==> config.mk <==
export PLATFORM = sky130hd
export DESIGN_NAME = branch_predictor
export DESIGN_NICKNAME = d
export VERILOG_FILES = /design/src/bp_pkg.sv /design/src/pht_port_if.sv /design/src/bp_control_fsm.sv /design/src/bp_counter_update.sv /design/src/bp_index_hash.sv /design/src/bp_sweep_counter.sv /design/src/branch_predictor.sv /design/src/pht_ram.sv
export SDC_FILE = /design/constraint.sdc
export NUM_CORES = 1
export LEC_CHECK = 0
export BUFFER_PORTS_ARGS = -buffer_cell sky130_fd_sc_hd__buf_2
export CELL_PAD_IN_SITES_DETAIL_PLACEMENT = 2
export CELL_PAD_IN_SITES_GLOBAL_PLACEMENT = 2
export CORE_MARGIN = 1
export CORE_UTILIZATION = 30
export DETAILED_ROUTE_END_ITERATION = 10
export PLACE_DENSITY = 0.6
export SETUP_SLACK_MARGIN = 0.5
export SYNTH_ARGS = -nofsm -noshare
export SYNTH_HDL_FRONTEND = slang
export SYNTH_SLANG_ARGS = --single-unit
==> constraint.sdc <==
create_clock -name clk -period 12.88 [get_ports clk]
set_input_delay 0.644 -clock clk [delete_from_list [all_inputs] [get_ports clk]]
set_output_delay 0.644 -clock clk [all_outputs]
set_load 0.05 [all_outputs]
==> src/bp_pkg.sv <==
package bp_pkg;

    ////////////////////
    // Widths and sizes
    ////////////////////

    localparam int PC_WIDTH = 32;

    // Index width also sets the GHR length
    localparam int PHT_INDEX_BITS = 8;
    localparam int PHT_ENTRIES = 1 << PHT_INDEX_BITS;

    // Lowest PC bit that enters the hash
    localparam int PC_INDEX_LSB = 2;

    typedef logic [PHT_INDEX_BITS-1:0] pht_index_t;
    typedef logic [1:0] ctr_t;

    ////////////////////
    // Counter encodings
    ////////////////////

    // Upper counter bit is the predicted direction
    localparam ctr_t CTR_STRONG_NT = 2'd0;
    localparam ctr_t CTR_WEAK_NT = 2'd1;
    localparam ctr_t CTR_WEAK_T = 2'd2;
    localparam ctr_t CTR_STRONG_T = 2'd3;

    ////////////////////
    // Controller states
    ////////////////////

    typedef enum logic {
        ST_CLEAR,
        ST_RUN
    } bp_state_t;

endpackage

==> src/pht_port_if.sv <==
`timescale 1ns/1ps

// One port of the pattern history table RAM
interface pht_port_if
    import bp_pkg::*;
();

    pht_index_t addr;
    logic en;
    logic we;
    ctr_t wdata;
    // Old entry at addr, one clock after en
    ctr_t rdata;

    modport ram (
        input  addr,
        input  en,
        input  we,
        input  wdata,
        output rdata
    );

    modport user (
        output addr,
        output en,
        output we,
        output wdata,
        input  rdata
    );

endinterface

==> src/bp_control_fsm.sv <==
`timescale 1ns/1ps

// Clear/run sequencing of the predictor
module bp_control_fsm
    import bp_pkg::*;
(
    input  logic clk,
    input  logic rst_n,
    input  logic sweep_last,
    output logic sweep_en,
    output logic clear_mode,
    output logic ready
);

    bp_state_t state;
    bp_state_t state_next;

    ////////////////////
    // Next state
    ////////////////////

    always_comb begin
        state_next = state;
        case (state)
            ST_CLEAR: begin
                // Last entry gets written on this edge
                if (sweep_last) begin
                    state_next = ST_RUN;
                end
            end
            ST_RUN: begin
                state_next = ST_RUN;
            end
            default: begin
                state_next = ST_CLEAR;
            end
        endcase
    end

    ////////////////////
    // State and ready
    ////////////////////

    always_ff @(posedge clk) begin
        if (!rst_n) begin
            state <= ST_CLEAR;
            ready <= 1'b0;
        end else begin
            state <= state_next;
            ready <= (state_next == ST_RUN);
        end
    end

    assign sweep_en   = (state == ST_CLEAR);
    assign clear_mode = (state == ST_CLEAR);

endmodule

==> src/bp_counter_update.sv <==
`timescale 1ns/1ps

// Counter read-modify-write on PHT port 1, plus the clear writes
module bp_counter_update
    import bp_pkg::*;
(
    input  logic       clk,
    input  logic       rst_n,
    input  logic       clear_mode,
    input  pht_index_t sweep_addr,
    input  logic       upd_valid,
    input  logic       upd_taken,
    input  pht_index_t upd_index,
    pht_port_if.user   upd_port
);

    // Stage 1 registers, read in flight
    logic       s1_valid;
    pht_index_t s1_index;
    logic       s1_taken;

    // Last written entry, kept for one cycle
    logic       fwd_valid;
    pht_index_t fwd_index;
    ctr_t       fwd_ctr;

    ctr_t       ctr_old;
    ctr_t       ctr_new;

    function automatic ctr_t ctr_saturate(input ctr_t ctr, input logic taken);
        ctr_t result;
        result = ctr;
        if (taken && (ctr != CTR_STRONG_T)) begin
            result = ctr + 2'd1;
        end else if (!taken && (ctr != CTR_STRONG_NT)) begin
            result = ctr - 2'd1;
        end
        return result;
    endfunction

    ////////////////////
    // Stage 1
    ////////////////////

    always_ff @(posedge clk) begin
        if (!rst_n) begin
            s1_valid <= 1'b0;
        end else begin
            s1_valid <= upd_valid && !clear_mode;
        end
    end

    always_ff @(posedge clk) begin
        s1_index <= upd_index;
        s1_taken <= upd_taken;
    end

    ////////////////////
    // Stage 2
    ////////////////////

    // RAM still holds the old value if the same entry was written last cycle
    assign ctr_old = (fwd_valid && (fwd_index == s1_index)) ? fwd_ctr : upd_port.rdata;
    assign ctr_new = ctr_saturate(ctr_old, s1_taken);

    always_ff @(posedge clk) begin
        if (!rst_n) begin
            fwd_valid <= 1'b0;
        end else begin
            fwd_valid <= s1_valid && !clear_mode;
        end
    end

    always_ff @(posedge clk) begin
        fwd_index <= s1_index;
        fwd_ctr   <= ctr_new;
    end

    // Port 1 mux, clear first, then the stage 2 write, then a new read
    always_comb begin
        if (clear_mode) begin
            upd_port.en    = 1'b1;
            upd_port.we    = 1'b1;
            upd_port.addr  = sweep_addr;
            upd_port.wdata = CTR_WEAK_NT;
        end else if (s1_valid) begin
            upd_port.en    = 1'b1;
            upd_port.we    = 1'b1;
            upd_port.addr  = s1_index;
            upd_port.wdata = ctr_new;
        end else begin
            upd_port.en    = upd_valid;
            upd_port.we    = 1'b0;
            upd_port.addr  = upd_index;
            upd_port.wdata = ctr_new;
        end
    end

endmodule

==> src/bp_index_hash.sv <==
`timescale 1ns/1ps

// Global history and gshare index generation
module bp_index_hash
    import bp_pkg::*;
(
    input  logic                clk,
    input  logic                rst_n,
    input  logic                ready,
    input  logic                pred_req,
    input  logic [PC_WIDTH-1:0] pred_pc,
    input  logic                upd_valid,
    input  logic [PC_WIDTH-1:0] upd_pc,
    input  logic                upd_taken,
    output pht_index_t          upd_index,
    output logic                pred_valid,
    pht_port_if.user            pred_port
);

    pht_index_t ghr;

    // Word address bits folded with the history
    function automatic pht_index_t gshare_index(
        input logic [PC_WIDTH-1:0] pc,
        input pht_index_t          hist
    );
        return pc[PC_INDEX_LSB +: PHT_INDEX_BITS] ^ hist;
    endfunction

    ////////////////////
    // History register
    ////////////////////

    always_ff @(posedge clk) begin
        if (!rst_n) begin
            ghr <= '0;
        end else if (upd_valid && ready) begin
            ghr <= {ghr[PHT_INDEX_BITS-2:0], upd_taken};
        end
    end

    // Result comes back from the RAM one cycle after the request
    always_ff @(posedge clk) begin
        if (!rst_n) begin
            pred_valid <= 1'b0;
        end else begin
            pred_valid <= pred_req && ready;
        end
    end

    assign upd_index = gshare_index(upd_pc, ghr);

    // Predict port only reads
    assign pred_port.addr  = gshare_index(pred_pc, ghr);
    assign pred_port.en    = pred_req && ready;
    assign pred_port.we    = 1'b0;
    assign pred_port.wdata = CTR_WEAK_NT;

endmodule

==> src/bp_sweep_counter.sv <==
`timescale 1ns/1ps

// Walks every PHT entry once during clearing
module bp_sweep_counter
    import bp_pkg::*;
(
    input  logic       clk,
    input  logic       rst_n,
    input  logic       sweep_en,
    output pht_index_t sweep_addr,
    output logic       sweep_last
);

    localparam pht_index_t LAST_ADDR = pht_index_t'(PHT_ENTRIES - 1);

    always_ff @(posedge clk) begin
        if (!rst_n) begin
            sweep_addr <= '0;
        end else if (sweep_en) begin
            // Wraps to zero after the final entry
            sweep_addr <= sweep_addr + pht_index_t'(1);
        end
    end

    assign sweep_last = (sweep_addr == LAST_ADDR);

endmodule

==> src/branch_predictor.sv <==
`timescale 1ns/1ps

// Gshare branch direction predictor
module branch_predictor
    import bp_pkg::*;
(
    input  logic                clk,
    input  logic                rst_n,
    // Fetch side
    input  logic                pred_req,
    input  logic [PC_WIDTH-1:0] pred_pc,
    // Retire side
    input  logic                upd_valid,
    input  logic [PC_WIDTH-1:0] upd_pc,
    input  logic                upd_taken,
    // Status and prediction
    output logic                ready,
    output logic                pred_valid,
    output logic                pred_taken
);

    logic       sweep_en;
    logic       sweep_last;
    logic       clear_mode;
    pht_index_t sweep_addr;
    pht_index_t upd_index;

    ////////////////////
    // PHT and its ports
    ////////////////////

    // Port 0 predicts, port 1 updates and clears
    pht_port_if pred_port ();
    pht_port_if upd_port ();

    pht_ram pht_ram_inst (
        .clk (clk),
        .p0  (pred_port),
        .p1  (upd_port)
    );

    ////////////////////
    // Index and history
    ////////////////////

    bp_index_hash bp_index_hash_inst (
        .clk        (clk),
        .rst_n      (rst_n),
        .ready      (ready),
        .pred_req   (pred_req),
        .pred_pc    (pred_pc),
        .upd_valid  (upd_valid),
        .upd_pc     (upd_pc),
        .upd_taken  (upd_taken),
        .upd_index  (upd_index),
        .pred_valid (pred_valid),
        .pred_port  (pred_port)
    );

    ////////////////////
    // Clearing control
    ////////////////////

    bp_sweep_counter bp_sweep_counter_inst (
        .clk        (clk),
        .rst_n      (rst_n),
        .sweep_en   (sweep_en),
        .sweep_addr (sweep_addr),
        .sweep_last (sweep_last)
    );

    bp_control_fsm bp_control_fsm_inst (
        .clk        (clk),
        .rst_n      (rst_n),
        .sweep_last (sweep_last),
        .sweep_en   (sweep_en),
        .clear_mode (clear_mode),
        .ready      (ready)
    );

    bp_counter_update bp_counter_update_inst (
        .clk        (clk),
        .rst_n      (rst_n),
        .clear_mode (clear_mode),
        .sweep_addr (sweep_addr),
        .upd_valid  (upd_valid),
        .upd_taken  (upd_taken),
        .upd_index  (upd_index),
        .upd_port   (upd_port)
    );

    // Direction is the counter's upper bit
    assign pred_taken = pred_port.rdata[1];

endmodule

==> src/pht_ram.sv <==
`timescale 1ns/1ps

// True dual-port PHT of 2-bit counters, read-first on both ports
module pht_ram
    import bp_pkg::*;
(
    input logic clk,
    pht_port_if.ram p0,
    pht_port_if.ram p1
);

    (* ram_style = "block" *) ctr_t mem [PHT_ENTRIES];

    ////////////////////
    // Port 0
    ////////////////////

    always_ff @(posedge clk) begin
        if (p0.en) begin
            p0.rdata <= mem[p0.addr];
            if (p0.we) begin
                mem[p0.addr] <= p0.wdata;
            end
        end
    end

    ////////////////////
    // Port 1
    ////////////////////

    // Same-address access from both ports returns the old entry
    always_ff @(posedge clk) begin
        if (p1.en) begin
            p1.rdata <= mem[p1.addr];
            if (p1.we) begin
                mem[p1.addr] <= p1.wdata;
            end
        end
    end

endmodule

# Word level (Yosys, flattened, before mapping)
# Memories as Yosys holds them, arrays and structs flattened. A register that Yosys moved wholly into a read port is not among the register bits.
# Index checks and enable logic that the tools add are counted.
[classes] addsub=3 eq_ne=3 mux=15 n_bitwise=3 n_reduce_logical=8
[op_table] cell="$mux 8" n=2
[op_table] cell="$xor 8x8->8" n=2
[op_table] cell="$add 8x1->8 const B" n=1
[op_table] cell="$eq 8x8->1" n=1
[op_table] cell="$eq 8x8->1 const B" n=1
[op_table] cell="$mux 1" n=8
[op_table] cell="$mux 2" n=4
[op_table] cell="$logic_and 1x1->1" n=6
[op_table] cell="$add 2x1->2 const B" n=1
[op_table] cell="$ne 2x2->1 const B" n=1
[op_table] cell="$pmux 1 s2" n=1
[op_table] cell="$reduce_bool 2->1" n=1
[op_table] cell="$sub 2x1->2 const B" n=1
[op_table] cell="$logic_not 1->1" n=1
[op_table] cell="$not 1->1" n=1
[totals] reg_bits=39 ram_bits=512 out_inout_bits=3 n_memories=1
[memory_table] memory="pht_ram_inst.mem" words=256 word_bits=2 read_ports=2 rd_clocked_by_memory_dff=2 write_ports=1 line_no="pht_ram.sv:12" text="(* ram_style = \"block\" *) ctr_t mem [PHT_ENTRIES];"

# Logic depth before layout (Yosys ltp)
[depth] depth_word=8 ltp_mapped=16 depth_no_buf=11

# Cells and area by module
# From an unflattened synthesis, not the netlist that was laid out.
[hier_totals] hier_cells=2660 hier_area_um2=34694.5
[by_module_without_submodules] module="pht_ram" instances=1 cells_each=2486 area_each_um2=32955.4 seq_area_each_um2=15494.9
[by_module_without_submodules] module="bp_counter_update" instances=1 cells_each=80 area_each_um2=837.1 seq_area_each_um2=420.4
[by_module_without_submodules] module="bp_index_hash" instances=1 cells_each=52 area_each_um2=501.7 seq_area_each_um2=180.2
[by_module_without_submodules] module="bp_sweep_counter" instances=1 cells_each=38 area_each_um2=361.6 seq_area_each_um2=160.2
[by_module_without_submodules] module="bp_control_fsm" instances=1 cells_each=4 area_each_um2=38.8 seq_area_each_um2=20.0

# Worst setup path after synthesis
# OpenSTA, ideal clock, no wires.
[synth_timing] kind="reg2reg" start="register bp_counter_update_inst.s1_index[0]" end="memory pht_ram_inst.mem[0][1] in the netlist's numbering, data pin" arrival_ns=5.807 t_required_ns=12.008 setup_slack_ns=6.201 path_stages_with_launch=11 path_buffers=1 path_cell_list="dfxtp_1 > buf_1 > xnor2_1 > nand3_1 > nor4_1 > mux2i_1 > inv_1 > ha_1 > mux2_2 > o21ai_0 > and2_1"
[synth_between] elab_chain_len=8 elab_cells_between_ends=12
[synth_lines] item="start, declared" line_no="bp_counter_update.sv:19" text="pht_index_t s1_index;"
[synth_lines] item="start signal, assigned" line_no="bp_counter_update.sv:54" text="s1_index <= upd_index;"
[synth_lines] item="$eq 8x8->1 *" line_no="bp_counter_update.sv:63" text="assign ctr_old = (fwd_valid && (fwd_index == s1_index)) ? fwd_ctr : upd_port.rdata;"
[synth_lines] item="$logic_and 1x1->1 *" line_no="bp_counter_update.sv:63"
[synth_lines] item="$mux 2 *" line_no="bp_counter_update.sv:63"
[synth_lines] item="parallel branches: the longest is 3 deep, another holds $sub 2x1->2"
[synth_lines] item="$mux 2 *" line_no="bp_counter_update.sv:33" text="if (taken && (ctr != CTR_STRONG_T)) begin"
[synth_lines] item="named net bp_counter_update_inst.ctr_new[1]" line_no="bp_counter_update.sv:28" text="ctr_t ctr_new;"
[synth_lines] item="$mux 2 *" line_no="bp_counter_update.sv:81" text="if (clear_mode) begin"
[synth_lines] item="named net bp_counter_update_inst.upd_port.wdata[1]" line_no="pht_port_if.sv:27" text="output wdata,"
[synth_lines] item="end, declared" line_no="pht_ram.sv:12"
# Mark *: on every way through the listed nets, which the timed path passes.

==> flow_metrics.tcl <==
set metrics [dict create \
    whs_path_depth 1 \
    status "complete, no violations" \
    wl_met1_mm 43.4 \
    critical_path_class "reg -> reg" \
    ys_seq_elements 554 \
    fin_crit_sh 0.441 \
    yosys_warnings 0 \
    cts-root-buf "clkbuf_16" \
    vias 18200 \
    reg2reg_depth 12 \
    end_kind "flip-flop" \
    yosys_most_used_dff "edfxtp_1" \
    crit_start "bp_control_fsm_inst.ready$_SDFF_PN0_" \
    grt_pass1_wl_mm 143 \
    hold_viol_final 0 \
    fmax_mhz 176 \
    track_usage 0.231 \
    grt_max_degree 222 \
    syn_nets 2112 \
    clkPwrFrac 0.447 \
    worst_pin_slew_ns 1.18 \
    slew_viol_final 0 \
    fill_cells 8867 \
    reg2reg_slack_ns 7.20 \
    critPathMaxFanout 53 \
    clk_pin_slew_ns 0.06 \
    post_cts_resized 0 \
    gp_congestion 0.833 \
    cts_hold_buffers 0 \
    fin_crit_ns 5.68 \
    met3RoutedLength_mm 4.95 \
    clock-skew-final_ns 0.0185 \
    die_x_um 295 \
    p_comb_frac 0.069 \
    dpl.hpwl_mm 59.1 \
    h-tree-depth 3 \
    drtAntennaViolNets 0 \
    cts_tree "done" \
    ios 72 \
    cts_buffers 67 \
    maxCapViolations 0 \
    routedWlPerCell_um 31.0 \
    antenna_found_initial 3 \
    leakage_nw 9.34 \
    finalPower_mw 4.03 \
    min_from "upd_taken" \
    design.core.area_mm2 0.0851 \
    top_layer "met4" \
    grt_pass1_vias 19700 \
    peakVddDrop_mv 0.0748 \
    postCtsSetupBuffers 0 \
    synth.avg_cell_area_um2 12.7 \
    netSwitchingPower_mw 0.989 \
    arrival_ns 6.00 \
    swShare 0.246 \
    io_buffers 23 \
    wl_met2_mm 49.0 \
    ys_types 65 \
    viasPerCell 5.60 \
    p_seq_frac 0.484 \
    worstReg2RegStart "bp_control_fsm_inst.ready$_SDFF_PN0_" \
    hold_end "bp_counter_update_inst.s1_taken$_DFF_P_" \
    die_h_um 295 \
    worst-endpoint-required_ns 13.21 \
    hold_class "in -> reg" \
    area_growth_pct 13.7 \
    worstReg2RegEnd "pht_ram_inst.p1.rdata[0]$_DFFE_PP_" \
    drcViolationCount 0 \
    mostFrequentLayoutCell "edfxtp_1" \
    row_count 107 \
    drt-pass1-iter-count 5 \
    netlist_area_mm2 0.0258 \
    rsz0062_at_grt "false" \
    dieArea_mm2 0.0872 \
    nets 2120 \
    max-clock-path-buffers 3 \
    async_flop_share 0 \
    yosysSeqAreaShare 0.629 \
    start_kind "flip-flop" \
    wl_mm 100 \
    clock_sink_count 554 \
    setup_viol 0 \
    overflow 0 \
    start_util 0.303 \
    synth_edf_count 515 \
    drtIter0Drc 1593 \
    netlist_instances 2040 \
    fin_setup_tns_ns 0 \
    clk_latency_ns 0.63 \
    slew_headroom 0.194 \
    intPower_mw 3.04 \
    pwr_density_cell_mw_per_mm2 137 \
    layout_common_cells "515 x edfxtp_1, 349 x nand2_1, 275 x nor2_1, 143 x mux2i_1, 84 x mux4_2" \
    drive_above_1_share 0.139 \
]
-- how the worst max path moves through the flow --
stage	endpoint	slack (ns)	depth (start not counted)
3_5_place_dp	pht_ram_inst.p1.rdata[0]$_DFFE_PP_	7.09	14
5_1_grt	pht_ram_inst.p1.rdata[0]$_DFFE_PP_	7.03	13
2_1_floorplan	pht_ram_inst.mem[0][1]$_DFFE_PP_	6.20	10
3_3_place_gp	pht_ram_inst.p1.rdata[0]$_DFFE_PP_	7.09	14
4_1_cts	pht_ram_inst.p1.rdata[0]$_DFFE_PP_	7.25	13
6_report	pht_ram_inst.p1.rdata[0]$_DFFE_PP_	7.20	12
-- Yosys cell counts, types with 4 or more instances --
master	number	share of area
a211oi_1	11	0.0032
a21boi_0	11	0.0032
a21oi_1	81	0.016
a221oi_1	6	0.0020
a22oi_1	5	0.0015
a311oi_1	5	0.0017
a31oi_1	30	0.0073
a32oi_1	6	0.0020
and2_1	11	0.0027
and3_1	6	0.0015
buf_1	8	0.0012
buf_2	48	0.0093
buf_4	6	0.0017
clkbuf_1	74	0.011
dfxtp_1	39	0.030
edfxtp_1	515	0.60
inv_1	5	0.00073
mux2_2	8	0.0035
mux2i_1	143	0.055
mux4_2	84	0.073
nand2_1	362	0.053
nand2b_1	6	0.0015
nand3_1	80	0.016
nand4_1	6	0.0015
nor2_1	278	0.040
nor2b_1	9	0.0022
nor3_1	5	0.00097
nor4_1	15	0.0036
o2111ai_1	4	0.0014
o211ai_1	10	0.0029
o21ai_0	22	0.0043
o221ai_1	7	0.0024
o22ai_1	52	0.013
or4_1	7	0.0020
xnor2_1	9	0.0031
xor2_1	20	0.0068
-- sequential cells by signal, summed over array words and instances, names as in the netlist --
name                              count
bp_counter_update_inst.fwd_valid      1
bp_sweep_counter_inst.sweep_addr      8
bp_counter_update_inst.s1_taken       1
bp_counter_update_inst.fwd_ctr        2
pht_ram_inst.p1.rdata                 2
bp_counter_update_inst.fwd_index      8
bp_counter_update_inst.s1_valid       1
bp_index_hash_inst.ghr                8
bp_counter_update_inst.s1_index       8
bp_index_hash_inst.pred_valid         1
pht_ram_inst.p0.rdata                 1
pht_ram_inst.mem                    512
bp_control_fsm_inst.ready             1
-- kinds of logic (layout without fill, tap and decap cells) --
kind of cell	Yosys count	in the layout	synth area share
AOI/OAI and AO/OA	279	279	0.0716
xor gates and xnor gates	31	31	0.0115
adders and majority gates	3	3	0.00145
buffers and inverters	145	206	0.0252
DFF	554	554	0.629
muxes	238	238	0.135
other	0	1	0
and+or+nand+nor	790	790	0.126
-- layer usage --
layer,GRT usage,up-vias
met4,0.0825,0
met1,0.305,9790
li1,-,7683
met5,0,-
met3,0.0274,140
met2,0.392,559
-- power groups by stage --
stage,clock [mW],combinational [mW],sequential (mW)
6_report,1.80,0.280,1.95
5_1_grt,1.89,0.291,1.95
4_1_cts,1.83,0.281,1.95
3_5_place_dp,0,0.279,1.99
3_3_place_gp,0,0.276,1.99
2_1_floorplan,0,0.154,1.99
-- critical path: stages (launching register included) --
cell       delay [ns]
dfxtp_2          0.31
buf_4            0.34
inv_1            0.74
nand2_1          0.47
nand2_2          0.68
buf_4            0.51
mux4_2           0.55
mux2i_1          0.17
a21oi_1          0.10
a2111oi_0        0.58
buf_4            0.23
o211ai_1         0.07
or4_1            0.58
-- per-stage QoR --
step / instance area, um2 / worst slack, ns / std cells / util / hold WS (ns)
after floorplan: 25800 / 6.20 / 2040 / - / 0.357
after global placement: 27300 / 7.09 / 3123 / 0.321 / 0.365
after detailed placement: 27300 / 7.09 / 3123 / 0.321 / 0.373
after CTS: 29300 / 7.25 / 3245 / 0.345 / 0.161
after global routing: 29300 / 7.03 / 3245 / 0.345 / 0.180
final: 29300 / 7.20 / 3246 / 0.345 / 0.175
-- final cells by class --
class | count | area [um2] | share of cell area
sequential | 554 | 16200 | 0.554
multi-input combinational | 1341 | 9060 | 0.309
clock buffer | 89 | 1780 | 0.0607
tap | 1144 | 1430 | 0.0488
timing repair buffer | 78 | 566 | 0.0193
clock inverter | 33 | 236 | 0.00806
inverter | 6 | 22.5 | 0.000767
antenna | 1 | 2.50 | 0.0000853
No activity file was read; power rests on OpenSTA's default activity.
